## config.mk

```make
export PLATFORM = sky130hd
export DESIGN_NAME = mci_top
export DESIGN_NICKNAME = d
export VERILOG_FILES = /design/src/logic/mci_pkg.sv /design/src/logic/mci_top.sv /design/src/logic/mci_resp_merge.sv /design/src/logic/mci_mbox.sv /design/src/logic/mci_apb_decode.sv
export SDC_FILE = /design/constraint.sdc
export NUM_CORES = 1
export LEC_CHECK = 0
export ABC_AREA = 0
export BUFFER_PORTS_ARGS = -buffer_cell sky130_fd_sc_hd__buf_2
export CAP_MARGIN = 15
export CORE_MARGIN = 1.5
export CORE_UTILIZATION = 30
export DETAILED_ROUTE_END_ITERATION = 10
export PLACE_DENSITY = 0.44
export SKIP_CTS_REPAIR_TIMING = 1
export SYNTH_ARGS = -nofsm -noshare
export SYNTH_HDL_FRONTEND = slang
export SYNTH_SLANG_ARGS = --single-unit
```

## constraint.sdc

```tcl
create_clock -name clk -period 4.1 [get_ports clk]
set_input_delay 0.41 -clock clk [delete_from_list [all_inputs] [get_ports clk]]
set_output_delay 0.41 -clock clk [all_outputs]
set_load 0.05 [all_outputs]
```

## src/logic/mci_pkg.sv

```systemverilog
// Mailbox subsystem shared definitions
// Bus widths, the APB address map and the mailbox register offsets
`default_nettype none

package mci_pkg;

    //////////////////////////////
    // Bus widths
    //////////////////////////////
    localparam int DATA_W = 32;
    localparam int ADDR_W = 12;

    // Mailbox array
    localparam int NUM_MBOX   = 2;
    localparam int MBOX_DEPTH = 16;
    localparam int IDX_W      = $clog2(MBOX_DEPTH);

    //////////////////////////////
    // Address map
    //////////////////////////////
    // Byte address, region in the top bits, word offset below it
    localparam int WORD_W        = 6;
    localparam int REGION_LSB    = 8;
    localparam int REGION_W      = ADDR_W - REGION_LSB;
    localparam int WORD_LSB      = REGION_LSB - WORD_W;
    localparam int REGION_GLOBAL = 15;

    // Word offsets in a mailbox region
    localparam int OFS_LOCK      = 0;
    localparam int OFS_EXECUTE   = 1;
    localparam int OFS_DATA_BASE = 16;

    // Word offsets in the global region
    localparam int OFS_INTR_STATUS = 0;

    // One-hot target select, mailboxes first, then global, then none
    localparam int TGT_W    = NUM_MBOX + 2;
    localparam int TGT_GLB  = NUM_MBOX;
    localparam int TGT_NONE = NUM_MBOX + 1;

endpackage

`default_nettype wire
```

## src/logic/mci_top.sv

```systemverilog
// Mailbox subsystem top level
// APB decoder, an array of identical mailboxes and the
// read-back and interrupt stage
`timescale 1ns/1ps
`default_nettype none

module mci_top (
    input  logic                          clk,
    input  logic                          reset_i,
    // APB subordinate
    input  logic                          psel_i,
    input  logic                          penable_i,
    input  logic                          pwrite_i,
    input  logic [mci_pkg::ADDR_W-1:0]    paddr_i,
    input  logic [mci_pkg::DATA_W-1:0]    pwdata_i,
    output logic [mci_pkg::DATA_W-1:0]    prdata_o,
    output logic                          pready_o,
    output logic                          pslverr_o,
    // Aggregated mailbox interrupt
    output logic                          mbox_intr_o
);

    logic [mci_pkg::NUM_MBOX-1:0]                      mbox_rd;
    logic [mci_pkg::NUM_MBOX-1:0]                      mbox_wr;
    logic                                              glb_rd;
    logic                                              glb_wr;
    logic [mci_pkg::WORD_W-1:0]                        word;
    logic [mci_pkg::DATA_W-1:0]                        wdata;
    logic [mci_pkg::TGT_W-1:0]                         tgt_sel;
    logic [mci_pkg::NUM_MBOX-1:0][mci_pkg::DATA_W-1:0] mbox_rdata;
    logic [mci_pkg::NUM_MBOX-1:0]                      mbox_err;
    logic [mci_pkg::NUM_MBOX-1:0]                      mbox_avail;

    mci_apb_decode u_decode (
        .clk       (clk),
        .reset_i   (reset_i),
        .psel_i    (psel_i),
        .penable_i (penable_i),
        .pwrite_i  (pwrite_i),
        .paddr_i   (paddr_i),
        .pwdata_i  (pwdata_i),
        .pready_o  (pready_o),
        .mbox_rd_o (mbox_rd),
        .mbox_wr_o (mbox_wr),
        .glb_rd_o  (glb_rd),
        .glb_wr_o  (glb_wr),
        .word_o    (word),
        .wdata_o   (wdata),
        .tgt_sel_o (tgt_sel)
    );

    //////////////////////////////
    // Mailbox array
    //////////////////////////////
    for (genvar i = 0; i < mci_pkg::NUM_MBOX; i++) begin : g_mbox
        mci_mbox u_mbox (
            .clk          (clk),
            .reset_i      (reset_i),
            .rd_i         (mbox_rd[i]),
            .wr_i         (mbox_wr[i]),
            .word_i       (word),
            .wdata_i      (wdata),
            .rdata_o      (mbox_rdata[i]),
            .err_o        (mbox_err[i]),
            .data_avail_o (mbox_avail[i])
        );
    end

    mci_resp_merge u_merge (
        .clk          (clk),
        .reset_i      (reset_i),
        .tgt_sel_i    (tgt_sel),
        .glb_rd_i     (glb_rd),
        .glb_wr_i     (glb_wr),
        .word_i       (word),
        .wdata_i      (wdata),
        .mbox_rdata_i (mbox_rdata),
        .mbox_err_i   (mbox_err),
        .mbox_avail_i (mbox_avail),
        .prdata_o     (prdata_o),
        .pslverr_o    (pslverr_o),
        .mbox_intr_o  (mbox_intr_o)
    );

endmodule

`default_nettype wire

```

## src/logic/mci_resp_merge.sv

```systemverilog
// Read-back and interrupt stage
// Picks read data and slave error from the selected target and
// keeps a sticky interrupt status bit per mailbox, set on each
// rising data_avail and cleared by writing 1 to INTR_STATUS.
`timescale 1ns/1ps
`default_nettype none

module mci_resp_merge (
    input  logic                                          clk,
    input  logic                                          reset_i,
    input  logic [mci_pkg::TGT_W-1:0]                     tgt_sel_i,
    input  logic                                          glb_rd_i,
    input  logic                                          glb_wr_i,
    input  logic [mci_pkg::WORD_W-1:0]                    word_i,
    input  logic [mci_pkg::DATA_W-1:0]                    wdata_i,
    input  logic [mci_pkg::NUM_MBOX-1:0][mci_pkg::DATA_W-1:0] mbox_rdata_i,
    input  logic [mci_pkg::NUM_MBOX-1:0]                  mbox_err_i,
    input  logic [mci_pkg::NUM_MBOX-1:0]                  mbox_avail_i,
    output logic [mci_pkg::DATA_W-1:0]                    prdata_o,
    output logic                                          pslverr_o,
    output logic                                          mbox_intr_o
);

    logic [mci_pkg::NUM_MBOX-1:0]  avail_q;
    logic [mci_pkg::NUM_MBOX-1:0]  intr_sts_q;
    logic [mci_pkg::NUM_MBOX-1:0]  sts_set;
    logic [mci_pkg::NUM_MBOX-1:0]  sts_clr;
    logic                          sts_hit;
    logic                          glb_err;

    assign sts_hit = (int'(word_i) == mci_pkg::OFS_INTR_STATUS);
    assign glb_err = (glb_rd_i | glb_wr_i) & ~sts_hit;

    //////////////////////////////
    // Read data and error
    //////////////////////////////
    always_comb begin
        prdata_o = '0;
        for (int i = 0; i < mci_pkg::NUM_MBOX; i++) begin
            if (tgt_sel_i[i]) begin
                prdata_o = mbox_rdata_i[i];
            end
        end
        if (glb_rd_i && sts_hit) begin
            prdata_o = {{(mci_pkg::DATA_W-mci_pkg::NUM_MBOX){1'b0}}, intr_sts_q};
        end
    end

    // No target in the region leaves data at 0 with an error
    assign pslverr_o = (|(tgt_sel_i[mci_pkg::NUM_MBOX-1:0] & mbox_err_i)) |
                       glb_err | tgt_sel_i[mci_pkg::TGT_NONE];

    //////////////////////////////
    // Interrupt status
    //////////////////////////////
    assign sts_set = mbox_avail_i & ~avail_q;
    assign sts_clr = (glb_wr_i && sts_hit) ? wdata_i[mci_pkg::NUM_MBOX-1:0] : '0;

    // A new rising edge wins over a clear in the same cycle
    always_ff @(posedge clk) begin
        if (reset_i) begin
            avail_q    <= '0;
            intr_sts_q <= '0;
        end else begin
            avail_q    <= mbox_avail_i;
            intr_sts_q <= (intr_sts_q & ~sts_clr) | sts_set;
        end
    end

    assign mbox_intr_o = |intr_sts_q;

    a_tgt_onehot: assert property (@(posedge clk) disable iff (reset_i)
        $onehot0(tgt_sel_i) && (!(glb_rd_i || glb_wr_i) || tgt_sel_i[mci_pkg::TGT_GLB]));

endmodule

`default_nettype wire

```

## src/logic/mci_mbox.sv

```systemverilog
// Single mailbox
// LOCK is taken by reading it while free. EXECUTE set to 1 raises
// data_avail, EXECUTE set to 0 clears data_avail and the lock.
// Data words are writable only while locked, always readable.
`timescale 1ns/1ps
`default_nettype none

module mci_mbox (
    input  logic                          clk,
    input  logic                          reset_i,
    input  logic                          rd_i,
    input  logic                          wr_i,
    input  logic [mci_pkg::WORD_W-1:0]    word_i,
    input  logic [mci_pkg::DATA_W-1:0]    wdata_i,
    output logic [mci_pkg::DATA_W-1:0]    rdata_o,
    output logic                          err_o,
    output logic                          data_avail_o
);

    logic [mci_pkg::DATA_W-1:0]  mem [mci_pkg::MBOX_DEPTH];
    logic                        lock_q;
    logic                        avail_q;
    logic                        is_lock;
    logic                        is_exec;
    logic                        is_data;
    logic [31:0]                 data_ofs;
    logic [mci_pkg::IDX_W-1:0]   idx;
    logic                        take_lock;
    logic                        exec_set;
    logic                        exec_clr;
    logic                        data_wr;

    //////////////////////////////
    // Offset decode
    //////////////////////////////
    assign is_lock = (int'(word_i) == mci_pkg::OFS_LOCK);
    assign is_exec = (int'(word_i) == mci_pkg::OFS_EXECUTE);

    // Offsets below the window wrap to large values
    assign data_ofs = 32'(word_i) - 32'(mci_pkg::OFS_DATA_BASE);
    assign is_data  = (data_ofs < mci_pkg::MBOX_DEPTH);
    assign idx      = data_ofs[mci_pkg::IDX_W-1:0];

    // Read mux, returns state before this access updates it
    always_comb begin
        rdata_o = '0;
        if (is_lock) begin
            rdata_o[0] = lock_q;
        end else if (is_exec) begin
            rdata_o[0] = avail_q;
        end else if (is_data) begin
            rdata_o = mem[idx];
        end
    end

    // Unmapped offset, or data write without the lock
    assign err_o = ((rd_i | wr_i) & ~(is_lock | is_exec | is_data)) |
                   (wr_i & is_data & ~lock_q);

    //////////////////////////////
    // Lock and execute
    //////////////////////////////
    assign take_lock = rd_i & is_lock & ~lock_q;
    assign exec_set  = wr_i & is_exec & wdata_i[0] & lock_q;
    assign exec_clr  = wr_i & is_exec & ~wdata_i[0];
    assign data_wr   = wr_i & is_data & lock_q;

    always_ff @(posedge clk) begin
        if (reset_i) begin
            lock_q  <= 1'b0;
            avail_q <= 1'b0;
        end else begin
            if (take_lock) begin
                lock_q <= 1'b1;
            end else if (exec_clr) begin
                lock_q <= 1'b0;
            end
            if (exec_set) begin
                avail_q <= 1'b1;
            end else if (exec_clr) begin
                avail_q <= 1'b0;
            end
        end
    end

    // Data array
    always_ff @(posedge clk) begin
        if (data_wr) begin
            mem[idx] <= wdata_i;
        end
    end

    assign data_avail_o = avail_q;

    // Only an EXECUTE write by the lock holder raises the flag
    a_avail_locked: assert property (@(posedge clk) disable iff (reset_i)
        $rose(avail_q) |-> lock_q && $past(wr_i));

endmodule

`default_nettype wire

```

## src/logic/mci_apb_decode.sv

```systemverilog
// APB subordinate front end of the mailbox subsystem
// Zero wait states, so every access phase completes at once.
// Splits each transfer into per-target read and write strobes
// and a one-hot target select for the read-back stage.
`timescale 1ns/1ps
`default_nettype none

module mci_apb_decode (
    input  logic                               clk,
    input  logic                               reset_i,
    input  logic                               psel_i,
    input  logic                               penable_i,
    input  logic                               pwrite_i,
    input  logic [mci_pkg::ADDR_W-1:0]         paddr_i,
    input  logic [mci_pkg::DATA_W-1:0]         pwdata_i,
    output logic                               pready_o,
    output logic [mci_pkg::NUM_MBOX-1:0]       mbox_rd_o,
    output logic [mci_pkg::NUM_MBOX-1:0]       mbox_wr_o,
    output logic                               glb_rd_o,
    output logic                               glb_wr_o,
    output logic [mci_pkg::WORD_W-1:0]         word_o,
    output logic [mci_pkg::DATA_W-1:0]         wdata_o,
    output logic [mci_pkg::TGT_W-1:0]          tgt_sel_o
);

    logic                           access;
    logic                           access_q;
    logic [mci_pkg::REGION_W-1:0]   region;
    logic [mci_pkg::NUM_MBOX-1:0]   mbox_hit;
    logic                           glb_hit;

    // Access phase of a transfer
    assign access   = psel_i & penable_i;
    assign pready_o = access;

    assign region  = paddr_i[mci_pkg::ADDR_W-1:mci_pkg::REGION_LSB];
    assign word_o  = paddr_i[mci_pkg::REGION_LSB-1:mci_pkg::WORD_LSB];
    assign wdata_o = pwdata_i;

    //////////////////////////////
    // Region decode
    //////////////////////////////
    always_comb begin
        for (int i = 0; i < mci_pkg::NUM_MBOX; i++) begin
            mbox_hit[i] = (int'(region) == i);
        end
    end

    assign glb_hit = (int'(region) == mci_pkg::REGION_GLOBAL);

    // All zero outside an access phase
    always_comb begin
        tgt_sel_o = '0;
        if (access) begin
            tgt_sel_o[mci_pkg::NUM_MBOX-1:0] = mbox_hit;
            tgt_sel_o[mci_pkg::TGT_GLB]      = glb_hit;
            tgt_sel_o[mci_pkg::TGT_NONE]     = ~(|mbox_hit | glb_hit);
        end
    end

    assign mbox_rd_o = (access && !pwrite_i) ? mbox_hit : '0;
    assign mbox_wr_o = (access && pwrite_i) ? mbox_hit : '0;
    assign glb_rd_o  = access & ~pwrite_i & glb_hit;
    assign glb_wr_o  = access & pwrite_i & glb_hit;

    // Set for the cycle after a setup phase
    always_ff @(posedge clk) begin
        if (reset_i) begin
            access_q <= 1'b0;
        end else begin
            access_q <= psel_i & ~penable_i;
        end
    end

    //////////////////////////////
    // Assertions
    //////////////////////////////
    a_ready_after_setup: assert property (@(posedge clk) disable iff (reset_i)
        pready_o |-> psel_i && access_q);

    // One target per transfer, and only for one cycle
    a_strobe_pulse: assert property (@(posedge clk) disable iff (reset_i)
        $onehot0({mbox_rd_o, mbox_wr_o, glb_rd_o, glb_wr_o}) and
        ((|{mbox_rd_o, mbox_wr_o, glb_rd_o, glb_wr_o}) |=>
            !(|{mbox_rd_o, mbox_wr_o, glb_rd_o, glb_wr_o})));

endmodule

`default_nettype wire

```

# After elaboration in Yosys (flattened, before gate mapping)
# Memory sizes are Yosys's and may differ from the RTL's.
# Cells that the tools add are included.
word_totals:
  mem_bits_rw: 1024
  inputBits: 49
  elab_cells: 103
  mem_count: 2
  output_inout_bits: 35
  ff_bits: 8
mem_list:
  columns: ["memory", "depth", "width", "rd", "rd_clocked_by_memory_dff", "wr", "line", "rtl"]
  rows:
  - ["g_mbox[0].u_mbox.mem", 16, 32, 1, 0, 1, "mci_mbox.sv:20", "logic [mci_pkg::DATA_W-1:0] mem [mci_pkg::MBOX_DEPTH];"]
  - ["g_mbox[1].u_mbox.mem", 16, 32, 1, 0, 1, "mci_mbox.sv:20", null]
classes:
  bitwise: 49
  n_eq_ne: 3
  addsub: 1
  n_lt_le_gt_ge: 1
  mux: 27
  reduce_logical: 14
ops:
  columns: ["operator", "n"]
  rows:
  - ["32-bit two-way mux", 5]
  - ["31-bit two-way mux", 4]
  - ["32-bit by 5-bit < comparator with 1-bit output, second input constant", 1]
  - ["1-bit AND", 26]
  - ["1-bit two-way mux", 14]
  - ["1-bit OR", 10]
  - ["2-bit nonzero test", 4]
  - ["1-bit inverter", 7]
  - ["6-bit by 5-bit subtractor with 7-bit output, second input constant", 1]
  - ["2-bit AND", 3]
  - ["6-bit by 2-bit equality test with 1-bit output, second input constant", 1]
  - ["6-bit logical NOT", 1]
  - ["2-bit two-way mux", 3]
  - ["2-bit OR reduction", 3]
  - ["4-bit by 1-bit equality test with 1-bit output, second input constant", 1]
  - ["4-bit by 2-bit equality test with 1-bit output, second input constant", 1]
  - ["1-bit logical AND", 4]
  - ["4-bit logical NOT", 1]
  - ["4-bit two-way mux", 1]
  - ["2-bit inverter", 2]
  - ["2-bit OR", 1]
  - ["1-bit logical NOT", 1]

# Longest topological paths before layout
# Gate-level depths: netlist of the first run.
depth:
  word_depth: 10
  mapped_depth: 9
  ltp_nobuf: 5

# Hierarchy
# Synthesis of the first run repeated with hierarchy kept, for this count alone.
unflattened:
  cells_unflattened: 1809
  hier_area_um2: 40248.6
by_module_without_submodules:
  columns: ["module", "instances", "seq_area_each_um2", "cells_each", "area_each_um2"]
  rows:
  - ["mci_mbox", 2, 15414.8, 827, 19610.1]
  - ["mci_resp_merge", 1, 80.1, 99, 648.1]
  - ["mci_apb_decode", 1, 0.0, 56, 380.4]

# Worst setup path after synthesis of the first run
# No wires, ideal clock.
synth_timing:
  path_kind: "input to register"
  startpoint: "in paddr_i[5] (netlist bit)"
  endpoint: "mem g_mbox[0].u_mbox.mem[15][0] (netlist bit) (enable)"
  setup_slack_ns: 0.663
  t_required_ns: 3.679
  setup_ns: 0.421
  n_path_buf: 3
  arrival_ns: 3.016
  stages: 5
  cell_sequence: "clkbuf_1 -> clkbuf_1 -> buf_1 -> nand2_1 -> nor2_1"
synth_between:
  elab_chain_len: 6
synth_lines:
  columns: ["element", "line", "rtl"]
  rows:
  - ["start, declared", "mci_top.sv:14", "input logic [mci_pkg::ADDR_W-1:0] paddr_i,"]
  - ["6-bit by 5-bit subtractor with 7-bit output (*)", "mci_mbox.sv:40", "assign data_ofs = 32'(word_i) - 32'(mci_pkg::OFS_DATA_BASE);"]
  - ["32-bit by 5-bit < comparator with 1-bit output", "mci_mbox.sv:41", "assign is_data = (data_ofs < mci_pkg::MBOX_DEPTH);"]
  - ["1-bit AND (2 in series)", "mci_mbox.sv:66", "assign data_wr = wr_i & is_data & lock_q;"]
  - ["1-bit two-way mux", "mci_mbox.sv:88", "if (data_wr) begin"]
  - ["1-bit two-way mux (not written as such)", "mci_mbox.sv:89", "mem[idx] <= wdata_i;"]
  - ["end, declared", "mci_mbox.sv:20", null]
# Mark *: on every way between the ends. The rest lies on a longest branch, timed or not.

# Worst setup path in the final report of the first run
layout_timing:
  startpoint: "in paddr_i[2] (netlist bit)"
  endpoint: "out prdata_o[3] (netlist bit)"
layout_between:
  elab_chain_len: 8
  word_cells_on_any_way: 16
  cone_classes: "add/sub (1); order compare (1); eq/ne (1); mux (9); reduce/logical (2); memory (2)"
layout_lines:
  columns: ["element", "line", "rtl"]
  rows:
  - ["6-bit by 5-bit subtractor with 7-bit output", "mci_mbox.sv:40", null]
  - ["32-bit by 5-bit < comparator with 1-bit output or memory 16 x 32 bit (tied branches)", null, null]
  - ["32-bit two-way mux", "mci_mbox.sv:51", "end else if (is_data) begin"]
  - ["31-bit two-way mux", "mci_mbox.sv:49", "end else if (is_exec) begin"]
  - ["31-bit two-way mux", "mci_mbox.sv:47", "if (is_lock) begin"]
  - ["32-bit two-way mux (2 in series)", "mci_resp_merge.sv:40", "if (tgt_sel_i[i]) begin"]
  - ["32-bit two-way mux (*)", "mci_resp_merge.sv:44", "if (glb_rd_i && sts_hit) begin"]
  - ["end, declared", "mci_top.sv:16", "output logic [mci_pkg::DATA_W-1:0] prdata_o,"]
# Marked as above.

==> results.sh, run 1 <==
export IMPL_run_status="finished clean"
export IMPL_cts_buffers=105
export IMPL_yosys_top_cells_count="edfxtp_1 (1,024), mux4_2 (316), nand3_1 (69)"
export IMPL_synth_distinct_cells=42
export IMPL_core_sq_um=131000
export IMPL_ant_nets=0
export IMPL_synth_net_count=1702
export IMPL_fin_skew_ns=0.0202
export IMPL_whs_path_depth=4
export IMPL_grt_pass1_wl_mm=152
export IMPL_drv_slew=0
export IMPL_synth_top_area_frac=0.777
export IMPL_die_y_um=366
export IMPL_ys_flop_type="edfxtp_1"
export IMPL_period_share=0.809
export IMPL_synth_mux_area_frac=0.181
export IMPL_min_path_type="input port to flop"
export IMPL_finalHoldViolations=0
export IMPL_drt_pass1_iter_count=5
export IMPL_num_nets_final=1892
export IMPL_synth_most_common_cell="edfxtp_1"
export IMPL_grt_overflow_total=0
export IMPL_portBuffers=81
export IMPL_worstPathArrival_ns=2.91
export IMPL_first_global_vias=19474
export IMPL_top_level_ports=84
export IMPL_cts_sinks=1032
export IMPL_synth_yosys_seq_area_share=0.781
export IMPL_start_util=0.302
export IMPL_yosysWarnings=0
export IMPL_leakagePower_nw=14.4
export IMPL_viasPerCell=5.03
export IMPL_fmax_ghz=0.302
export IMPL_cts_max_level=3
export IMPL_clk_latency_ns=0.70
export IMPL_async_flop_share=0
export IMPL_drt_wl_total_mm=109
export IMPL_routedWlPerCell_um=29.6
export IMPL_rows=133
export IMPL_gp_congestion=0.710
export IMPL_area_growth_pct=17.5
export IMPL_vias=18520
export IMPL_finalPower_mw=22.1
export IMPL_drcViolationCount=0
export IMPL_synth_fa_ha_area_frac=0
export IMPL_dp_hpwl_mm=54.5
export IMPL_syn_area_sq_um=39600
export IMPL_start_kind="input port"
export IMPL_cp_required_ns=3.69
export IMPL_fin_area_sq_um=46500
export IMPL_synth_top_cell_by_area="edfxtp_1"
export IMPL_grt_util_all_layers=0.163
export IMPL_worst_slack_ns=0.784
export IMPL_period_needed_ns=3.32
export IMPL_antenna_found_initial=12
export IMPL_setup_viol=0
export IMPL_ys_top_cells_by_area="edfxtp_1 (78%), mux4_2 (18%), nand3_1 (0.87%)"
export IMPL_grt_max_degree=58
export IMPL_max_slew_worst_pin_slew_ns=0.918
export IMPL_yosys_area_share_simple=0.0224
export IMPL_synth_top_family_by_area="multiplexers"
export IMPL_synth_xor_xnor_area_share=0
export IMPL_drive_gt1_frac=0.352
export IMPL_synth_edf_count=1024
export IMPL_syn_inst=1653
export IMPL_drt_iter0_markers=1845
export IMPL_cts_root_buf="clkbuf_16"
export IMPL_place_ws_ns=0.676
export IMPL_maxCapViolations=0
export IMPL_rsz0062_at_grt="false"
export IMPL_critical_path_class="input port to output pin"
export IMPL_cts_tree="built"
export IMPL_syn_area_per_cell_sq_um=23.9
export IMPL_die_area_sq_um=134000
export IMPL_tns_ns=0
export IMPL_slew_headroom=0.388
export IMPL_cp_max_fo=49
export IMPL_ys_seq_elements=1032
export IMPL_dieWidth_um=366
export IMPL_placed_area_sq_um=43000
export IMPL_end_kind="output pin"
export IMPL_cts_clk_slew_worst_paths_ns=0.06
export IMPL_max_vdd_ir_drop_v=0.000304
export IMPL_clock_path_buffers=3
export IMPL_p_per_area_nw_per_um2=475
export IMPL_r2r_cells=4
export IMPL_synth_compound_area_frac=0.00335
[critical path: stages]
cell and delay, ns:
buf_8 0.46, buf_4 0.46, mux4_2 0.55, mux4_2 0.46, nand3_1 0.10, nand2_1 0.15, buf_2 0.25
[sequential cells by signal (all words and copies together), names as in the netlist]
name                        cells
g_mbox.u_mbox.data_avail_o      2
g_mbox.u_mbox.lock_q            2
g_mbox.u_mbox.mem            1024
u_merge.avail_q                 2
u_merge.intr_sts_q              2
[per-layer routing]
| metal | vias to the layer above | global-route usage | wire, um |
|---|---|---|---|
| met1 | 10372 | 0.230 | 49000 |
| li1 | 7512 | - | - |
| met2 | 503 | 0.257 | 51500 |
| met5 | - | 0 | 59 |
| met4 | 8 | 0.0459 | 2210 |
| met3 | 125 | 0.0284 | 6090 |
[path summary, 6_finish.rpt]
check,from,slack [ns],endpoint
setup / recovery,paddr_i[2],0.78,prdata_o[3]
hold / removal,pwrite_i,0.12,u_merge.intr_sts_q[1]
setup reg to reg,g_mbox[0].u_mbox.lock_q,1.65,g_mbox[0].u_mbox.mem[11][9]
hold reg to reg,g_mbox[0].u_mbox.data_avail_o,0.49,u_merge.avail_q[0]
[power by group]
| part | total (mW) | internal, mW | switching, mW | leakage [nW] |
|---|---|---|---|---|
| sequential | 11.6 | 11.6 | 0.00000542 | 9.26 |
| combinational | 0.867 | 0.377 | 0.490 | 3.44 |
| clock | 9.63 | 5.59 | 4.04 | 1.68 |
| total | 22.1 | 17.6 | 4.53 | 14.4 |
[metrics by stage]
step	std cells	hold slack (ns)	utilization
3_3_place_gp	3489	0.496	0.328
3_5_place_dp	3489	0.489	0.328
5_1_grt	3682	0.0974	0.355
4_1_cts	3680	-0.0682	0.354
2_1_floorplan	1653	0.446	-
6_report	3683	0.116	0.355
[cell type report]
type,instances,area [sq um]
inverters,5,18.8
well taps,1755,2200
flip-flops and latches,1032,30900
diodes,1,2.50
clock inverters,66,682
repair buffers,174,1490
clock buffers,125,2750
fillers,12131,84600
multi-input cells,525,8460
[placed cells by master, fill, tap and decap left out, types with 5 or more instances in the layout]
master	count
buf_12	28
mux2i_1	5
nor2_1	5
clkbuf_1	18
nand3_1	69
dfxtp_1	8
nand2_1	43
nor2_4	32
nor2b_1	8
clkinv_1	21
bufinv_16	13
buf_2	77
clkbuf_16	107
clkinv_2	23
buf_4	64
mux4_2	316
inv_1	5
edfxtp_1	1024
[cells by family (layout without fill, tap and decap cells)]
kind of cell | count (synthesis) | in the layout
DFF | 1032 | 1032
muxes | 322 | 322
and+or+nand+nor | 183 | 183
buffers and inverters | 96 | 370
AOI/OAI and AO/OA | 20 | 20
other | 0 | 1
No activity file was read; power rests on OpenSTA's default activity.
==> run 2: changes to the inputs <==
Clock period 4.1 ns to 3.2 ns, I/O delays scaled along.
==> results.sh, run 2 (synthesis gave the netlist of run 1 again) <==
export IMPL_gp_congestion=0.716
export IMPL_min_path_type="input port to flop"
export IMPL_dp_hpwl_mm=61.1
export IMPL_crit_family="multiplexers"
export IMPL_post_place_cells=3532
export IMPL_setup_viol=0
export IMPL_drcViolationCount=0
export IMPL_worst_slack_ns=0.200
export IMPL_clock_path_buffers=3
export IMPL_cts_clk_slew_worst_paths_ns=0.06
export IMPL_ant_nets=0
export IMPL_grt_pass1_wl_mm=154
export IMPL_rows=133
export IMPL_viasPerCell=5.00
export IMPL_core_sq_um=131000
export IMPL_max_vdd_ir_drop_v=0.000506
export IMPL_layout_common_cells="edfxtp_1 (1,024), mux4_2 (316), clkbuf_16 (111)"
export IMPL_drt_wl_total_mm=110
export IMPL_cts_tree="built"
export IMPL_multi_input_area_sq_um=8460
export IMPL_die_y_um=366
export IMPL_drv_slew=0
export IMPL_path_cells="mux4_2 > mux4_2 > nand3_1 > nand2_1 > buf_2"
export IMPL_routedWlPerCell_um=29.4
export IMPL_die_area_sq_um=134000
export IMPL_top_level_ports=84
export IMPL_antenna_found_initial=12
export IMPL_critical_path_class="flop to output pin"
export IMPL_cp_required_ns=2.88
export IMPL_portBuffers=81
export IMPL_whs_path_depth=4
export IMPL_maxCapViolations=0
export IMPL_start_util=0.302
export IMPL_r2r_slack_ns=1.16
export IMPL_holdPathEnd="u_merge.intr_sts_q[1]"
export IMPL_leakagePower_nw=14.8
export IMPL_drive_gt1_frac=0.362
export IMPL_period_needed_ns=3.00
export IMPL_fin_util=0.362
export IMPL_finalHoldViolations=0
export IMPL_drt_iter0_markers=1770
export IMPL_place_ws_ns=0.283
export IMPL_critPathSlowestCell="mux4_2"
export IMPL_path_common_cell="mux4_2"
export IMPL_fin_skew_ns=0.0401
export IMPL_placed_area_sq_um=43900
export IMPL_start_kind="flop"
export IMPL_rsz0062_at_grt="false"
export IMPL_rr_endpoint="g_mbox[1].u_mbox.mem[9][17]"
export IMPL_layout_commonest_cell="edfxtp_1"
export IMPL_fin_hold_ws_ns=0.0450
export IMPL_p_per_area_nw_per_um2=599
export IMPL_vias=18700
export IMPL_fin_area_sq_um=47400
export IMPL_cts_sinks=1032
export IMPL_num_nets_final=1940
export IMPL_run_status="finished clean"
export IMPL_cpPeakStageDelay_ns=0.49
export IMPL_cp_max_fo=1
export IMPL_cts_max_level=3
export IMPL_period_share=0.938
export IMPL_grt_max_degree=47
export IMPL_max_slew_worst_pin_slew_ns=0.732
export IMPL_grt_overflow_total=0
export IMPL_num_fill_cells=12096
export IMPL_final_cells=3738
export IMPL_end_kind="output pin"
export IMPL_cts_buffers=110
export IMPL_fmax_ghz=0.333
export IMPL_first_global_vias=19725
export IMPL_regArea_sq_um=30900
export IMPL_critPathBufInv=1
export IMPL_area_growth_pct=19.8
export IMPL_cts_root_buf="clkbuf_16"
export IMPL_hp_start="pwrite_i"
export IMPL_dieWidth_um=366
export IMPL_worstPathArrival_ns=2.68
export IMPL_slew_headroom=0.508
export IMPL_clk_latency_ns=0.73
export IMPL_r2r_start="g_mbox[1].u_mbox.lock_q"
export IMPL_largest_reg_flops=1024
export IMPL_top_register="g_mbox.u_mbox.mem"
export IMPL_r2r_cells=4
export IMPL_drt_pass1_iter_count=7
export IMPL_grt_util_all_layers=0.164
[run 2: cell count changes in the layout (fill, tap and decap cells not counted), moves of 4 or more]
cell,before,now
buf_12,28,69
clkbuf_16,107,111
clkinv_1,21,32
clkinv_2,23,18
[run 2: per-layer routing]
layer | wire, um | vias to the layer above | GRT usage
li1 | - | 7617 | -
met1 | 47400 | 10403 | 0.226
met2 | 54000 | 534 | 0.271
met3 | 6480 | 138 | 0.0294
met4 | 1960 | 8 | 0.0394
met5 | 48 | - | 0
[run 2: how the worst max path moves through the flow]
stage	startpoint	endpoint	cells after the start
2_1_floorplan	paddr_i[5]	g_mbox[0].u_mbox.mem[15][0]	5
3_3_place_gp	paddr_i[2]	prdata_o[17]	8
3_5_place_dp	paddr_i[2]	prdata_o[17]	8
4_1_cts	g_mbox[1].u_mbox.mem[7][29]	prdata_o[29]	5
5_1_grt	g_mbox[1].u_mbox.mem[5][29]	prdata_o[29]	5
6_report	g_mbox[1].u_mbox.mem[7][29]	prdata_o[29]	5
[run 2: layout make-up]
cell class,count,share of cell area
diodes,2,0.000106
clock inverters,70,0.0135
multi-input cells,525,0.178
inverters,5,0.000396
clock buffers,132,0.0603
flip-flops and latches,1032,0.652
well taps,1755,0.0463
repair buffers,217,0.0491
[run 2: per-stage QoR]
| step | power, mW | setup TNS [ns] |
|---|---|---|
| finish | 28.4 | 0 |
| detailed placement | 16.3 | 0 |
| floorplan | 15.8 | -61.44 |
| global route | 29.3 | 0 |
| CTS | 28.8 | 0 |
| global placement | 16.3 | 0 |
[run 2: power by group]
part / total [mW] / switching, mW / internal [mW]
sequential: 14.9 / 0.00000897 / 14.9
clock: 12.4 / 5.22 / 7.15
combinational: 1.17 / 0.638 / 0.529
total: 28.4 / 5.86 / 22.5
[run 2: worst reg2reg max path, delay by kind of cell, from the launching register on]
family,cells,cell delay (ns)
flops,1,0.44
buf+inv,1,0.35
simple gates,3,0.90
==> run 3: changes to the inputs <==
Settings changed: PLACE_DENSITY 0.44 to 0.52.
==> results.sh, run 3 (synthesis gave the netlist of run 1 again) <==
export IMPL_r2r_start="g_mbox[1].u_mbox.lock_q"
export IMPL_layout_commonest_cell="edfxtp_1"
export IMPL_maxCapViolations=0
export IMPL_placed_area_sq_um=43400
export IMPL_layout_common_cells="edfxtp_1 (1,024), mux4_2 (316), clkbuf_16 (102)"
export IMPL_critical_path_class="flop to output pin"
export IMPL_path_cells="mux4_2 > mux4_2 > nand3_1 > nand2_1 > buf_2"
export IMPL_r2r_cells=4
export IMPL_hp_start="pwrite_i"
export IMPL_tns_ns=0
export IMPL_grt_pass1_wl_mm=143
export IMPL_drt_wl_total_mm=101
export IMPL_grt_overflow_total=0
export IMPL_finalHoldViolations=0
export IMPL_cts_tree="built"
export IMPL_die_y_um=366
export IMPL_finalPower_mw=27.3
export IMPL_grt_max_degree=54
export IMPL_routedWlPerCell_um=27.3
export IMPL_whs_path_depth=4
export IMPL_critPathSlowestCell="mux4_2"
export IMPL_core_sq_um=131000
export IMPL_dieWidth_um=366
export IMPL_fin_skew_ns=0.0277
export IMPL_largest_reg_flops=1024
export IMPL_run_status="finished clean"
export IMPL_drv_slew=0
export IMPL_antenna_found_initial=20
export IMPL_cts_buffers=101
export IMPL_drt_pass1_iter_count=6
export IMPL_cp_startpoint="g_mbox[0].u_mbox.mem[3][28]"
export IMPL_max_vdd_ir_drop_v=0.000373
export IMPL_leakagePower_nw=14.4
export IMPL_fin_area_sq_um=46600
export IMPL_grt_util_all_layers=0.149
export IMPL_slew_headroom=0.236
export IMPL_worstPathArrival_ns=2.75
export IMPL_cp_required_ns=2.88
export IMPL_die_area_sq_um=134000
export IMPL_rsz0062_at_grt="false"
export IMPL_viasPerCell=4.98
export IMPL_start_kind="flop"
export IMPL_num_nets_final=1908
export IMPL_max_slew_worst_pin_slew_ns=1.13
export IMPL_cpPeakStageDelay_ns=0.48
export IMPL_cp_max_fo=1
export IMPL_vias=18429
export IMPL_end_kind="output pin"
export IMPL_dp_hpwl_mm=58.5
export IMPL_drive_gt1_frac=0.353
export IMPL_gp_congestion=0.768
export IMPL_fmax_ghz=0.326
export IMPL_min_path_type="input port to flop"
export IMPL_period_share=0.959
export IMPL_clk_latency_ns=0.67
export IMPL_rows=133
export IMPL_cts_root_buf="clkbuf_16"
export IMPL_setup_viol=0
export IMPL_p_per_area_nw_per_um2=587
export IMPL_cts_sinks=1032
export IMPL_top_register="g_mbox.u_mbox.mem"
export IMPL_cts_max_level=3
export IMPL_cts_clk_slew_worst_paths_ns=0.06
export IMPL_drt_iter0_markers=1720
export IMPL_top_level_ports=84
export IMPL_area_growth_pct=17.7
export IMPL_drcViolationCount=0
export IMPL_first_global_vias=19383
export IMPL_start_util=0.302
export IMPL_portBuffers=81
export IMPL_period_needed_ns=3.07
export IMPL_path_common_cell="mux4_2"
export IMPL_ant_nets=0
export IMPL_clock_path_buffers=3
run 3: final cells by class:
type | instances | area [sq um]
antenna | 3 | 7.51
clock buffer | 124 | 2640
clock inverter | 61 | 518
fill | 12169 | 84600
inverter | 5 | 18.8
multi-input combinational | 525 | 8460
sequential | 1032 | 30900
tap | 1755 | 2200
timing repair buffer | 194 | 1830
run 3: through the flow:
step | utilization | hold slack (ns) | cells | setup slack [ns]
after floorplan | - | 0.387 | 1653 | -0.147
after global placement | 0.331 | 0.493 | 3509 | 0.210
after detailed placement | 0.331 | 0.500 | 3509 | 0.216
after CTS | 0.355 | -0.151 | 3694 | 0.0490
after global routing | 0.355 | 0.0838 | 3697 | 0.0170
final | 0.355 | 0.0538 | 3699 | 0.130
run 3: final timing paths:
kind	end	slack, ns
max reg2reg	g_mbox[1].u_mbox.mem[5][21]	1.11
min	u_merge.intr_sts_q[1]	0.05
min reg2reg	u_merge.avail_q[0]	0.51
max	prdata_o[28]	0.13
run 3: per-layer routing:
metal | part of all wire | global-route usage | vias to the layer above | wire, um
li1 | - | - | 7529 | -
met1 | 0.41 | 0.197 | 10154 | 41600
met2 | 0.50 | 0.248 | 587 | 50200
met3 | 0.064 | 0.0302 | 143 | 6460
met4 | 0.025 | 0.0443 | 16 | 2480
met5 | 0.00093 | 0 | - | 94
run 3: power breakdown:
group	switching, mW	internal, mW	total [mW]
logic	0.625	0.496	1.12
registers	0.00000900	14.8	14.8
clock network	5.01	6.35	11.4
run 3: critical path: cells and delay by family, from the launching register on:
kind / cells / cell delay, ns
mux: 2 / 0.96
flops: 1 / 0.36
simple gates: 2 / 0.48
buf+inv: 1 / 0.27
